$ cat config.mk
export PLATFORM = sky130hd
export DESIGN_NAME = smpc
export DESIGN_NICKNAME = d
export VERILOG_FILES = /design/src/source/smpc_pkg.sv /design/src/source/smpc_host_regs.sv /design/src/source/smpc_cmd_exec.sv /design/src/source/smpc_rtc.sv /design/src/source/smpc_oreg_file.sv /design/src/source/smpc.sv
export VERILOG_INCLUDE_DIRS = /design/src /design/src/source
export SDC_FILE = /design/constraint.sdc
export NUM_CORES = 1
export LEC_CHECK = 0
export BUFFER_PORTS_ARGS = -buffer_cell sky130_fd_sc_hd__buf_4
export CAP_MARGIN = 20
export CELL_PAD_IN_SITES_DETAIL_PLACEMENT = 0
export CELL_PAD_IN_SITES_GLOBAL_PLACEMENT = 1
export CORE_UTILIZATION = 47
export DETAILED_ROUTE_END_ITERATION = 8
export GPL_TIMING_DRIVEN = 0
export PLACE_DENSITY_LB_ADDON = 0.25
export SKIP_LAST_GASP = 1
export SLEW_MARGIN = 20
export SYNTH_ARGS = -nofsm -noshare
export SYNTH_HDL_FRONTEND = slang
export SYNTH_HIERARCHICAL = 1
export SYNTH_SLANG_ARGS = --single-unit
$ cat constraint.sdc
create_clock -name CLK -period 3.15 [get_ports CLK]
set_input_delay 0.4725 -clock CLK [delete_from_list [all_inputs] [get_ports CLK]]
set_output_delay 0.4725 -clock CLK [all_outputs]
set_load 0.05 [all_outputs]
$ cat src/source/smpc_params.svh
`ifndef SMPC_PARAMS_SVH
`define SMPC_PARAMS_SVH

`define SMPC_SEC_DIV            4000000

`define SMPC_WAIT_W             10
`define SMPC_WAIT_CMD_SHORT     60
`define SMPC_WAIT_CMD           60
`define SMPC_WAIT_CMD_CD        100
`define SMPC_WAIT_NMI           70
`define SMPC_WAIT_SETTIME       220
`define SMPC_WAIT_INTBACK       800
`define SMPC_SRES_HOLD          60000

`define SMPC_ADDR_IREG0         7'h01
`define SMPC_ADDR_COMREG        7'h1F
`define SMPC_ADDR_OREG0         7'h21
`define SMPC_ADDR_OREG_LAST     7'h5F
`define SMPC_ADDR_SR            7'h61
`define SMPC_ADDR_SF            7'h63

`define SMPC_OREG_WORDS         32
`define SMPC_OREG_AW            5

`define SMPC_INTBACK_STATUS_KEY 8'hF0
`define SMPC_IREG0_STATUS_BIT   0
`define SMPC_SR_SRES_BIT        4
`define SMPC_SR_INTBACK_END     8'h4F

`define SMPC_RTC_RESET_YEAR     16'h2024
`define SMPC_RTC_RESET_WDAY     4'd1
`define SMPC_RTC_RESET_MONTH    4'd1
`define SMPC_RTC_RESET_MDAY     8'h01

`endif

$ cat src/source/smpc_pkg.sv
package smpc_pkg;

	typedef enum logic [7:0] {
		CMD_MSHON   = 8'h00,
		CMD_SSHON   = 8'h02,
		CMD_SSHOFF  = 8'h03,
		CMD_SNDON   = 8'h06,
		CMD_SNDOFF  = 8'h07,
		CMD_CDON    = 8'h08,
		CMD_CDOFF   = 8'h09,
		CMD_INTBACK = 8'h10,
		CMD_SETTIME = 8'h16,
		CMD_NMIREQ  = 8'h18,
		CMD_RESENAB = 8'h19,
		CMD_RESDISA = 8'h1A
	} smpc_cmd_e;

	typedef enum logic [2:0] {
		ST_IDLE,
		ST_WAIT,
		ST_COMMAND,
		ST_EXEC,
		ST_END
	} smpc_state_e;

	typedef struct packed {
		logic [15:0] year;   // Binary coded as BCD digits by software
		logic [3:0]  wday;
		logic [3:0]  month;  // Binary 1..12
		logic [7:0]  mday;
		logic [7:0]  hour;
		logic [7:0]  min;
		logic [7:0]  sec;
	} smpc_time_t;

	typedef union packed {
		smpc_time_t           t;
		logic [0:6][7:0]      b;  // b[0] year high, b[6] seconds
	} smpc_time_u;

endpackage

$ cat src/source/smpc_host_regs.sv
`include "smpc_params.svh"

module smpc_host_regs (
	input  logic                 CLK,
	input  logic                 RST_N,
	input  logic [5:0]           a,
	input  logic [7:0]           di,
	input  logic                 cs_n,
	input  logic                 rw_n,
	output smpc_pkg::smpc_time_u ireg,
	output smpc_pkg::smpc_cmd_e  comreg,
	output logic                 comreg_set,
	output logic                 sf_set
);
	import smpc_pkg::*;

	logic       rw_n_old;
	logic       wr_stb;
	logic [6:0] addr;
	logic [6:0] ireg_off;
	logic       ireg_hit;

	assign addr = {a, 1'b1};  // Odd byte address
	assign wr_stb = !rw_n && rw_n_old && !cs_n;  // First cycle of a write
	assign ireg_off = addr - `SMPC_ADDR_IREG0;
	assign ireg_hit = ireg_off[6:1] < 6'd7;

	always_ff @(posedge CLK or negedge RST_N) begin
		if (!RST_N) begin
			rw_n_old <= 1'b1;
			comreg_set <= 1'b0;
			sf_set <= 1'b0;
		end else begin
			rw_n_old <= rw_n;
			comreg_set <= wr_stb && addr == `SMPC_ADDR_COMREG;
			sf_set <= wr_stb && addr == `SMPC_ADDR_SF && di[0];  // Only a 1 sets SF
		end
	end

	always_ff @(posedge CLK) begin
		if (wr_stb && ireg_hit) begin
			ireg.b[ireg_off[3:1]] <= di;
		end
		if (wr_stb && addr == `SMPC_ADDR_COMREG) begin
			comreg <= smpc_cmd_e'(di);  // Unknown codes kept as written
		end
	end

endmodule

$ cat src/source/smpc_cmd_exec.sv
`include "smpc_params.svh"

module smpc_cmd_exec (
	input  logic                     CLK,
	input  logic                     RST_N,
	input  logic                     ce,
	input  logic                     mres_n,
	input  logic                     time_set,
	input  logic                     sres_n,
	input  logic [3:0]               ac,
	input  smpc_pkg::smpc_time_u     ireg,
	input  smpc_pkg::smpc_cmd_e      comreg,
	input  logic                     comreg_set,
	input  logic                     sf_set,
	input  smpc_pkg::smpc_time_u     time_now,
	output logic [7:0]               sr,
	output logic                     sf,
	output logic                     oreg_we,
	output logic [`SMPC_OREG_AW-1:0] oreg_waddr,
	output logic [7:0]               oreg_wdata,
	output logic                     time_load,
	output logic                     mshres_n,
	output logic                     mshnmi_n,
	output logic                     sshres_n,
	output logic                     sshnmi_n,
	output logic                     sysres_n,
	output logic                     sndres_n,
	output logic                     cdres_n,
	output logic                     mirq_n
);
	import smpc_pkg::*;

	localparam int OREG_LAST = `SMPC_OREG_WORDS - 1;
	localparam int SRES_HOLD = `SMPC_SRES_HOLD;

	smpc_state_e              state;
	smpc_state_e              next_st;
	smpc_cmd_e                cur_cmd;
	logic [`SMPC_WAIT_W-1:0]  wait_cnt;
	logic [`SMPC_OREG_AW-1:0] oreg_cnt;
	logic [15:0]              sres_cnt;
	logic                     cmd_pend;
	logic                     sres_done;
	logic                     resd;
	logic                     ste;
	logic                     intback_ok;

	function automatic logic [`SMPC_WAIT_W-1:0] wait_load(input int cycles);
		return cycles[`SMPC_WAIT_W-1:0] - 1'b1;
	endfunction

	assign intback_ok = ireg.b[2] == `SMPC_INTBACK_STATUS_KEY &&
		ireg.b[0][`SMPC_IREG0_STATUS_BIT];
	assign time_load = ce && mres_n && state == ST_EXEC && cur_cmd == CMD_SETTIME;

	always_ff @(posedge CLK) begin
		if (ce && mres_n && state == ST_IDLE && cmd_pend) begin
			cur_cmd <= comreg;  // Later writes wait for the next run
		end
	end

	always_ff @(posedge CLK or negedge RST_N) begin
		if (!RST_N) begin
			state <= ST_IDLE;
			next_st <= ST_IDLE;
			wait_cnt <= '0;
			oreg_cnt <= '0;
			sres_cnt <= 16'd0;
			cmd_pend <= 1'b0;
			sres_done <= 1'b0;
			resd <= 1'b1;
			ste <= 1'b0;
			sr <= 8'h00;
			sf <= 1'b0;
			oreg_we <= 1'b0;
			oreg_waddr <= '0;
			oreg_wdata <= 8'h00;
			mshres_n <= 1'b0;
			mshnmi_n <= 1'b0;
			sshres_n <= 1'b0;
			sshnmi_n <= 1'b0;
			sysres_n <= 1'b0;
			sndres_n <= 1'b0;
			cdres_n <= 1'b0;
			mirq_n <= 1'b1;
		end else begin
			oreg_we <= 1'b0;
			if (!mres_n) begin
				mshres_n <= 1'b1;
				mshnmi_n <= 1'b1;
				sshres_n <= 1'b0;
				sshnmi_n <= 1'b1;
				sysres_n <= 1'b1;
				sndres_n <= 1'b0;
				cdres_n <= 1'b1;
				mirq_n <= 1'b1;
				sr <= 8'h00;
				resd <= 1'b1;
				ste <= time_set;
				state <= ST_IDLE;
				sres_done <= 1'b0;  // Re-arm soft reset
				sres_cnt <= 16'd0;
			end else if (ce) begin
				if (wait_cnt != '0) wait_cnt <= wait_cnt - 1'b1;
				if (sres_cnt != 16'd0) sres_cnt <= sres_cnt - 16'd1;

				if (!sres_n && !resd && !sres_done) begin
					mshnmi_n <= 1'b0;
					sshnmi_n <= 1'b0;
					sres_cnt <= SRES_HOLD[15:0];
					sres_done <= 1'b1;
				end else if (sres_cnt == 16'd1) begin
					mshnmi_n <= 1'b1;
					sshnmi_n <= 1'b1;
				end

				case (state)
					ST_IDLE: begin
						mirq_n <= 1'b1;
						if (cmd_pend) begin
							cmd_pend <= 1'b0;
							oreg_cnt <= '0;
							wait_cnt <= wait_load(`SMPC_WAIT_CMD_SHORT);
							next_st <= ST_COMMAND;
							state <= ST_WAIT;
						end
					end
					ST_WAIT: begin
						if (wait_cnt == '0) state <= next_st;
					end
					ST_COMMAND: begin
						next_st <= ST_EXEC;
						state <= ST_WAIT;
						case (cur_cmd)
							CMD_MSHON, CMD_SSHON, CMD_SSHOFF, CMD_SNDON, CMD_SNDOFF:
								wait_cnt <= wait_load(`SMPC_WAIT_CMD);
							CMD_CDON, CMD_CDOFF: wait_cnt <= wait_load(`SMPC_WAIT_CMD_CD);
							CMD_NMIREQ, CMD_RESENAB, CMD_RESDISA:
								wait_cnt <= wait_load(`SMPC_WAIT_NMI);
							CMD_SETTIME: wait_cnt <= wait_load(`SMPC_WAIT_SETTIME);
							CMD_INTBACK: begin
								if (intback_ok) wait_cnt <= wait_load(`SMPC_WAIT_INTBACK);
								else state <= ST_EXEC;  // No peripheral path
							end
							default: state <= ST_EXEC;
						endcase
					end
					ST_EXEC: begin
						oreg_we <= 1'b1;
						oreg_waddr <= OREG_LAST[`SMPC_OREG_AW-1:0];
						oreg_wdata <= cur_cmd;
						state <= ST_END;
						case (cur_cmd)
							CMD_MSHON: begin
								mshres_n <= 1'b1;
								mshnmi_n <= 1'b1;
							end
							CMD_SSHON: begin
								sshres_n <= 1'b1;
								sshnmi_n <= 1'b1;
							end
							CMD_SSHOFF: begin
								sshres_n <= 1'b0;
								sshnmi_n <= 1'b1;
							end
							CMD_SNDON: sndres_n <= 1'b1;
							CMD_SNDOFF: sndres_n <= 1'b0;
							CMD_CDON: cdres_n <= 1'b1;
							CMD_CDOFF: cdres_n <= 1'b0;
							CMD_SETTIME: ste <= 1'b1;
							CMD_NMIREQ: mshnmi_n <= 1'b0;
							CMD_RESENAB: resd <= 1'b0;
							CMD_RESDISA: resd <= 1'b1;
							CMD_INTBACK: begin
								if (intback_ok) begin
									oreg_waddr <= oreg_cnt;
									oreg_cnt <= oreg_cnt + 1'b1;
									case (oreg_cnt)
										5'd0: oreg_wdata <= {ste, resd, 6'b000000};
										5'd1, 5'd2, 5'd3, 5'd4, 5'd5, 5'd6, 5'd7:
											oreg_wdata <= time_now.b[oreg_cnt[2:0] - 3'd1];
										5'd9: oreg_wdata <= {4'b0000, ac};
										5'd10: oreg_wdata <= {2'b00, 2'b11, ~mshnmi_n, 1'b1,
											~sysres_n, ~sndres_n};  // Dot select fixed 0
										5'd11: oreg_wdata <= {1'b0, ~cdres_n, 6'b000000};
										5'd31: oreg_wdata <= cur_cmd;
										default: oreg_wdata <= 8'h00;
									endcase
									if (oreg_cnt == OREG_LAST[`SMPC_OREG_AW-1:0]) begin
										sr <= `SMPC_SR_INTBACK_END;
										mirq_n <= 1'b0;
									end else begin
										state <= ST_EXEC;  // One byte per CE
									end
								end
							end
							default: ;
						endcase
					end
					ST_END: begin
						sf <= 1'b0;
						if (cur_cmd == CMD_NMIREQ) mshnmi_n <= 1'b1;
						state <= ST_IDLE;
					end
					default: state <= ST_IDLE;
				endcase

				sr[`SMPC_SR_SRES_BIT] <= ~sres_n;  // Reset button level
			end

			// Host writes win over the sequencer on the same edge
			if (comreg_set) cmd_pend <= 1'b1;
			if (comreg_set || sf_set) sf <= 1'b1;
		end
	end

endmodule

$ cat src/source/smpc_rtc.sv
`include "smpc_params.svh"

module smpc_rtc #(
	parameter int SEC_DIV = `SMPC_SEC_DIV
) (
	input  logic                 CLK,
	input  logic                 RST_N,
	input  logic                 ce,
	input  logic                 time_load,
	input  smpc_pkg::smpc_time_u time_in,
	output smpc_pkg::smpc_time_u time_now
);
	import smpc_pkg::*;

	localparam int DIV_W = $clog2(SEC_DIV);

	logic [DIV_W-1:0] div_cnt;
	logic             sec_tick;
	logic [7:0]       last_mday;
	smpc_time_t       cur;
	smpc_time_t       nxt;

	function automatic logic [7:0] bcd_next(input logic [7:0] v, input logic [7:0] last,
		input logic [7:0] first);
		if (v == last) return first;
		if (v[3:0] == 4'd9) return {v[7:4] + 4'd1, 4'd0};
		return v + 8'd1;
	endfunction

	assign cur = time_now.t;
	assign sec_tick = div_cnt == DIV_W'(SEC_DIV - 1);

	always_comb begin
		case (cur.month)
			4'd2: last_mday = 8'h28;  // No leap years
			4'd4, 4'd6, 4'd9, 4'd11: last_mday = 8'h30;
			default: last_mday = 8'h31;
		endcase
	end

	// Whole carry chain settles in the tick cycle
	always_comb begin
		nxt = cur;
		nxt.sec = bcd_next(cur.sec, 8'h59, 8'h00);
		if (cur.sec == 8'h59) begin
			nxt.min = bcd_next(cur.min, 8'h59, 8'h00);
			if (cur.min == 8'h59) begin
				nxt.hour = bcd_next(cur.hour, 8'h23, 8'h00);
				if (cur.hour == 8'h23) begin
					nxt.mday = bcd_next(cur.mday, last_mday, 8'h01);
					if (cur.mday == last_mday) begin
						nxt.month = (cur.month == 4'd12) ? 4'd1 : cur.month + 4'd1;
						if (cur.month == 4'd12) nxt.year = cur.year + 16'd1;
					end
				end
			end
		end
	end

	always_ff @(posedge CLK or negedge RST_N) begin
		if (!RST_N) begin
			div_cnt <= '0;
			time_now.t <= '{year: `SMPC_RTC_RESET_YEAR, wday: `SMPC_RTC_RESET_WDAY,
				month: `SMPC_RTC_RESET_MONTH, mday: `SMPC_RTC_RESET_MDAY,
				hour: 8'h00, min: 8'h00, sec: 8'h00};
		end else if (ce) begin
			div_cnt <= sec_tick ? '0 : div_cnt + 1'b1;  // Phase not touched by load
			if (time_load) begin
				time_now <= time_in;
			end else if (sec_tick) begin
				time_now.t <= nxt;
			end
		end
	end

endmodule

$ cat src/source/smpc_oreg_file.sv
`include "smpc_params.svh"

module smpc_oreg_file (
	input  logic                     CLK,
	input  logic                     RST_N,
	input  logic                     oreg_we,
	input  logic [`SMPC_OREG_AW-1:0] oreg_waddr,
	input  logic [7:0]               oreg_wdata,
	input  logic [5:0]               a,
	input  logic                     cs_n,
	input  logic                     rw_n,
	input  logic [7:0]               sr,
	input  logic                     sf,
	output logic [7:0]               do_data
);
	logic [7:0] oreg_mem [`SMPC_OREG_WORDS];
	logic       cs_n_old;
	logic       rd_stb;
	logic [6:0] addr;
	logic [6:0] oreg_off;

	assign addr = {a, 1'b1};
	assign oreg_off = addr - `SMPC_ADDR_OREG0;
	assign rd_stb = !cs_n && cs_n_old && rw_n;  // Chip select just fell on a read

	always_ff @(posedge CLK) begin
		if (oreg_we) oreg_mem[oreg_waddr] <= oreg_wdata;
	end

	always_ff @(posedge CLK or negedge RST_N) begin
		if (!RST_N) begin
			cs_n_old <= 1'b1;
			do_data <= 8'h00;
		end else begin
			cs_n_old <= cs_n;
			if (rd_stb) begin
				if (addr >= `SMPC_ADDR_OREG0 && addr <= `SMPC_ADDR_OREG_LAST) begin
					do_data <= oreg_mem[oreg_off[`SMPC_OREG_AW:1]];  // Old data on a same-cycle write
				end else if (addr == `SMPC_ADDR_SR) begin
					do_data <= sr;
				end else if (addr == `SMPC_ADDR_SF) begin
					do_data <= {7'b1111000, sf};
				end else begin
					do_data <= 8'h00;
				end
			end
		end
	end

endmodule

$ cat src/source/smpc.sv
`include "smpc_params.svh"

module smpc #(
	parameter int SEC_DIV = `SMPC_SEC_DIV
) (
	input  logic       CLK,
	input  logic       RST_N,
	input  logic       ce,
	input  logic       mres_n,
	input  logic       time_set,
	input  logic [3:0] ac,
	input  logic [5:0] a,
	input  logic [7:0] di,
	input  logic       cs_n,
	input  logic       rw_n,
	input  logic       sres_n,
	output logic [7:0] do_data,
	output logic       mshres_n,
	output logic       mshnmi_n,
	output logic       sshres_n,
	output logic       sshnmi_n,
	output logic       sysres_n,
	output logic       sndres_n,
	output logic       cdres_n,
	output logic       mirq_n
);
	import smpc_pkg::*;

	smpc_time_u               ireg;
	smpc_time_u               time_now;
	smpc_cmd_e                comreg;
	logic                     comreg_set;
	logic                     sf_set;
	logic [7:0]               sr;
	logic                     sf;
	logic                     oreg_we;
	logic [`SMPC_OREG_AW-1:0] oreg_waddr;
	logic [7:0]               oreg_wdata;
	logic                     time_load;

	smpc_host_regs u_host (
		.CLK        (CLK),
		.RST_N      (RST_N),
		.a          (a),
		.di         (di),
		.cs_n       (cs_n),
		.rw_n       (rw_n),
		.ireg       (ireg),
		.comreg     (comreg),
		.comreg_set (comreg_set),
		.sf_set     (sf_set)
	);

	smpc_cmd_exec u_exec (
		.CLK        (CLK),
		.RST_N      (RST_N),
		.ce         (ce),
		.mres_n     (mres_n),
		.time_set   (time_set),
		.sres_n     (sres_n),
		.ac         (ac),
		.ireg       (ireg),
		.comreg     (comreg),
		.comreg_set (comreg_set),
		.sf_set     (sf_set),
		.time_now   (time_now),
		.sr         (sr),
		.sf         (sf),
		.oreg_we    (oreg_we),
		.oreg_waddr (oreg_waddr),
		.oreg_wdata (oreg_wdata),
		.time_load  (time_load),
		.mshres_n   (mshres_n),
		.mshnmi_n   (mshnmi_n),
		.sshres_n   (sshres_n),
		.sshnmi_n   (sshnmi_n),
		.sysres_n   (sysres_n),
		.sndres_n   (sndres_n),
		.cdres_n    (cdres_n),
		.mirq_n     (mirq_n)
	);

	smpc_rtc #(
		.SEC_DIV (SEC_DIV)
	) u_rtc (
		.CLK       (CLK),
		.RST_N     (RST_N),
		.ce        (ce),
		.time_load (time_load),
		.time_in   (ireg),
		.time_now  (time_now)
	);

	smpc_oreg_file u_oreg (
		.CLK        (CLK),
		.RST_N      (RST_N),
		.oreg_we    (oreg_we),
		.oreg_waddr (oreg_waddr),
		.oreg_wdata (oreg_wdata),
		.a          (a),
		.cs_n       (cs_n),
		.rw_n       (rw_n),
		.sr         (sr),
		.sf         (sf),
		.do_data    (do_data)
	);

endmodule

==> results.py <==
metrics = {
    "timing": {
        "skew_ns": 0.0329,
        "rsz0062_at_grt": "no",
        "worstMarginPinSlew_ns": 1.09,
        "setup_tns_ns": 0,
        "max_freq_mhz": 335,
        "fin_crit_sh": 0.947,
        "hold_viol": 0,
        "slew_viol_final": 0,
        "relSlewSlack": 0.270,
        "period_minus_slack_ns": 2.98,
        "setup_viol": 0,
    },
    "die": {
        "die_h_microns": 221,
        "die_w_microns": 221,
        "start_util": 0.479,
        "io_pins": 42,
        "rows": 79,
        "die-area_sq_mm": 0.0487,
        "core-area_sq_mm": 0.0469,
    },
    "global_routing": {
        "grt_pass1_vias": 15000,
        "overflow": 0,
        "antenna_found_initial": 3,
        "grt_max_degree": 83,
        "grt_pass1_wl_microns": 93800,
        "grt_usage": 0.260,
    },
    "place": {
        "place.gp.congestion": 0.880,
        "dpl.cell_count": 2425,
        "port_buffers": 41,
        "place_hpwl_microns": 42100,
    },
    "setup_path": {
        "endpoint_kind": "register",
        "crit_path_top_delay_cell": "dfrtp_1",
        "worstPathMaxFanout": 10,
        "cp_data_arrival_time_ns": 3.45,
        "required_ns": 3.62,
        "cp-start-kind": "register",
        "cp_cell_sequence": "clkbuf_4, clkbuf_2, inv_1, ha_4, xor2_4, buf_4, mux4_2, nor2_1, a211oi_1, a2111oi_1, nor2_1",
        "cpMostUsedCell": "nor2_1",
        "path_class": "register to register",
        "crit_path_max_incr_delay_ns": 0.40,
    },
    "logic_synthesis": {
        "ys_ff_latch": 483,
        "yosysWarnings": 6,
        "syn_inst": 1771,
        "synth_edf_count": 328,
        "synth_largest_area_cell": "edfxtp_1",
        "synth.top_cell.area_share": 0.439,
        "synthDistinctLibCells": 93,
        "synth_area_sq_mm": 0.0225,
        "yosys_most_used_dff": "edfxtp_1",
        "async_flop_share": 0.321,
        "syn_avg_cell_area_sq_um": 12.7,
        "ys_seq_area_frac": 0.612,
        "synthTopCellsByArea": "edfxtp_1, dfrtp_1, mux4_2",
    },
    "routing": {
        "final_antenna_net_count": 0,
        "vias": 15500,
        "firstDrtPassIters": 7,
        "viasPerCell": 6.15,
        "route.detailed.drc": 6,
        "drt_first_iter_violations": 1393,
        "wl_per_cell_microns": 24.6,
        "drt_wl_total_microns": 62200,
    },
    "power_and_ir_drop": {
        "power_w": 0.0142,
        "peakVddDrop_uv": 419,
        "power-per-cell-area_mw_per_mm2": 559,
        "p_leak_nw": 9.42,
    },
    "final_layout": {
        "final_util": 0.543,
        "final_nets": 1933,
        "drive_gt1_frac": 0.175,
        "mostFrequentLayoutCell": "edfxtp_1",
        "multi_input_area_sq_mm": 0.00823,
        "stdcell_count": 2525,
        "area_delta_synth_final_pct": 13.4,
        "final-seq-area_sq_mm": 0.0138,
        "fillers": 3926,
        "most-common-layout-cells": "edfxtp_1, nor2_1, dfrtp_1",
    },
    "cts": {
        "clock_latency_ns": 0.60,
        "cts_tree": "yes",
        "cts_max_level": 2,
        "cts_max_path_buffers": 3,
        "cts_sinks": 483,
        "numCtsBuffers": 50,
        "root_buffer": "clkbuf_16",
        "clk_pin_slew_worst_paths_ns": 0.07,
    },
    "worst_hold_path": {
        "hold_class": "primary input to register",
    },
    "flow_run": {
        "drv_cap": 0,
    },
    "outcome": {
        "failed_checks": "DRC",
        "status": "finished, violations left",
    },
}
==> metrics by stage <==
step / hold slack (ns) / cell area [sq um] / setup slack, ns
finish: 0.0457 / 25500 / 0.166
global route: 0.0187 / 25500 / 0.00563
CTS: 0.0132 / 25300 / 0.0182
detailed placement: 0.256 / 23600 / -1.40
global placement: 0.401 / 23500 / -1.30
floorplan: 0.177 / 22500 / 0.0865
==> sequential cells by signal, summed over array words and instances (netlist names), 2 cells and up <==
register           flops
u_exec/cur_cmd         8
u_exec/next_st         2
u_exec/oreg_cnt        5
u_exec/oreg_waddr      5
u_exec/oreg_wdata      8
u_exec/sr              2
u_exec/sres_cnt       16
u_exec/state           3
u_exec/wait_cnt       10
u_host/comreg          8
u_host/ireg           56
u_oreg/do_data         8
u_oreg/oreg_mem      256
u_rtc/div_cnt         22
u_rtc/time_now        56
==> Yosys cell counts, drive strengths merged (12+ instances only) <==
| cell type | count |
|---|---|
| a211oi | 35 |
| a21oi | 74 |
| a22oi | 12 |
| a31oi | 20 |
| and3 | 25 |
| buf | 36 |
| clkbuf | 60 |
| dfrtp | 145 |
| edfxtp | 328 |
| ha | 31 |
| inv | 42 |
| mux2i | 39 |
| mux4 | 63 |
| nand2 | 112 |
| nand2b | 14 |
| nand3 | 53 |
| nand3b | 12 |
| nand4 | 21 |
| nor2 | 196 |
| nor2b | 24 |
| nor3 | 52 |
| nor4 | 29 |
| o211ai | 13 |
| o21ai | 82 |
| o22ai | 16 |
| or3 | 17 |
| xnor2 | 20 |
| xor2 | 14 |
==> critical path: cells and delay by family, from the launching register on <==
kind,cells,cell delay (ns)
fa+ha+maj,1,0.22
simple gates,2,0.22
mux,1,0.38
buf+inv,4,0.90
compound gates,2,0.49
xor+xnor,1,0.22
flops,1,0.40
==> final timing paths <==
| check | from | end | slack (ns) | depth (start not counted) |
|---|---|---|---|---|
| setup / recovery | u_exec/oreg_cnt[0] | u_exec/oreg_wdata[2] | 0.17 | 11 |
| hold / removal | cs_n | u_oreg/cs_n_old | 0.05 | 1 |
| setup reg to reg | u_exec/oreg_cnt[0] | u_exec/oreg_wdata[2] | 0.17 | 11 |
| hold reg to reg | u_host/comreg[4] | u_exec/cur_cmd[4] | 0.42 | 0 |
| max in group asynchronous | RST_N | u_rtc/time_now[45] | 1.82 | 4 |
| min in group asynchronous | RST_N | u_oreg/do_data[7] | 0.24 | 2 |
==> kinds of logic after synthesis <==
logic type | after synthesis | synth area share
compound gates | 348 | 0.102
xor+xnor | 34 | 0.0133
fa+ha+maj | 31 | 0.0173
buf+inv | 139 | 0.0274
flops | 483 | 0.612
mux | 110 | 0.0846
other cells | 1 | 0.000167
simple gates | 625 | 0.143
==> what timing repair did <==
action | in CTS | in global routing
hold buffers | 1 | 0
pin swaps | 1 | 1
gates resized for setup | 30 | 17
hold endpoints to repair | 79 | 0
setup endpoints to repair | 64 | 46
setup buffers | 0 | 10
cloned | 0 | 0
==> cell type report <==
type,instances,area share
inverters,43,0.00634
plain buffers,91,0.0184
flip-flops and latches,483,0.540
diodes,1,0.0000983
well taps,607,0.0298
repair buffers,57,0.0188
clock buffers,60,0.0519
clock inverters,33,0.0114
multi-input cells,1150,0.323
==> where the power goes <==
group | switching, W | internal (W) | leakage [nW]
Clock | 0.00252 | 0.00333 | 0.784
Sequential | 0.000198 | 0.00692 | 5.31
Combinational | 0.000771 | 0.000496 | 3.33
==> routing by layer <==
layer / GRT usage / part of all wire
met5: 0 / 0.00021
met4: 0.0651 / 0.024
met3: 0.0448 / 0.070
met2: 0.423 / 0.47
met1: 0.365 / 0.43
(Power assumes the default switching activity.)
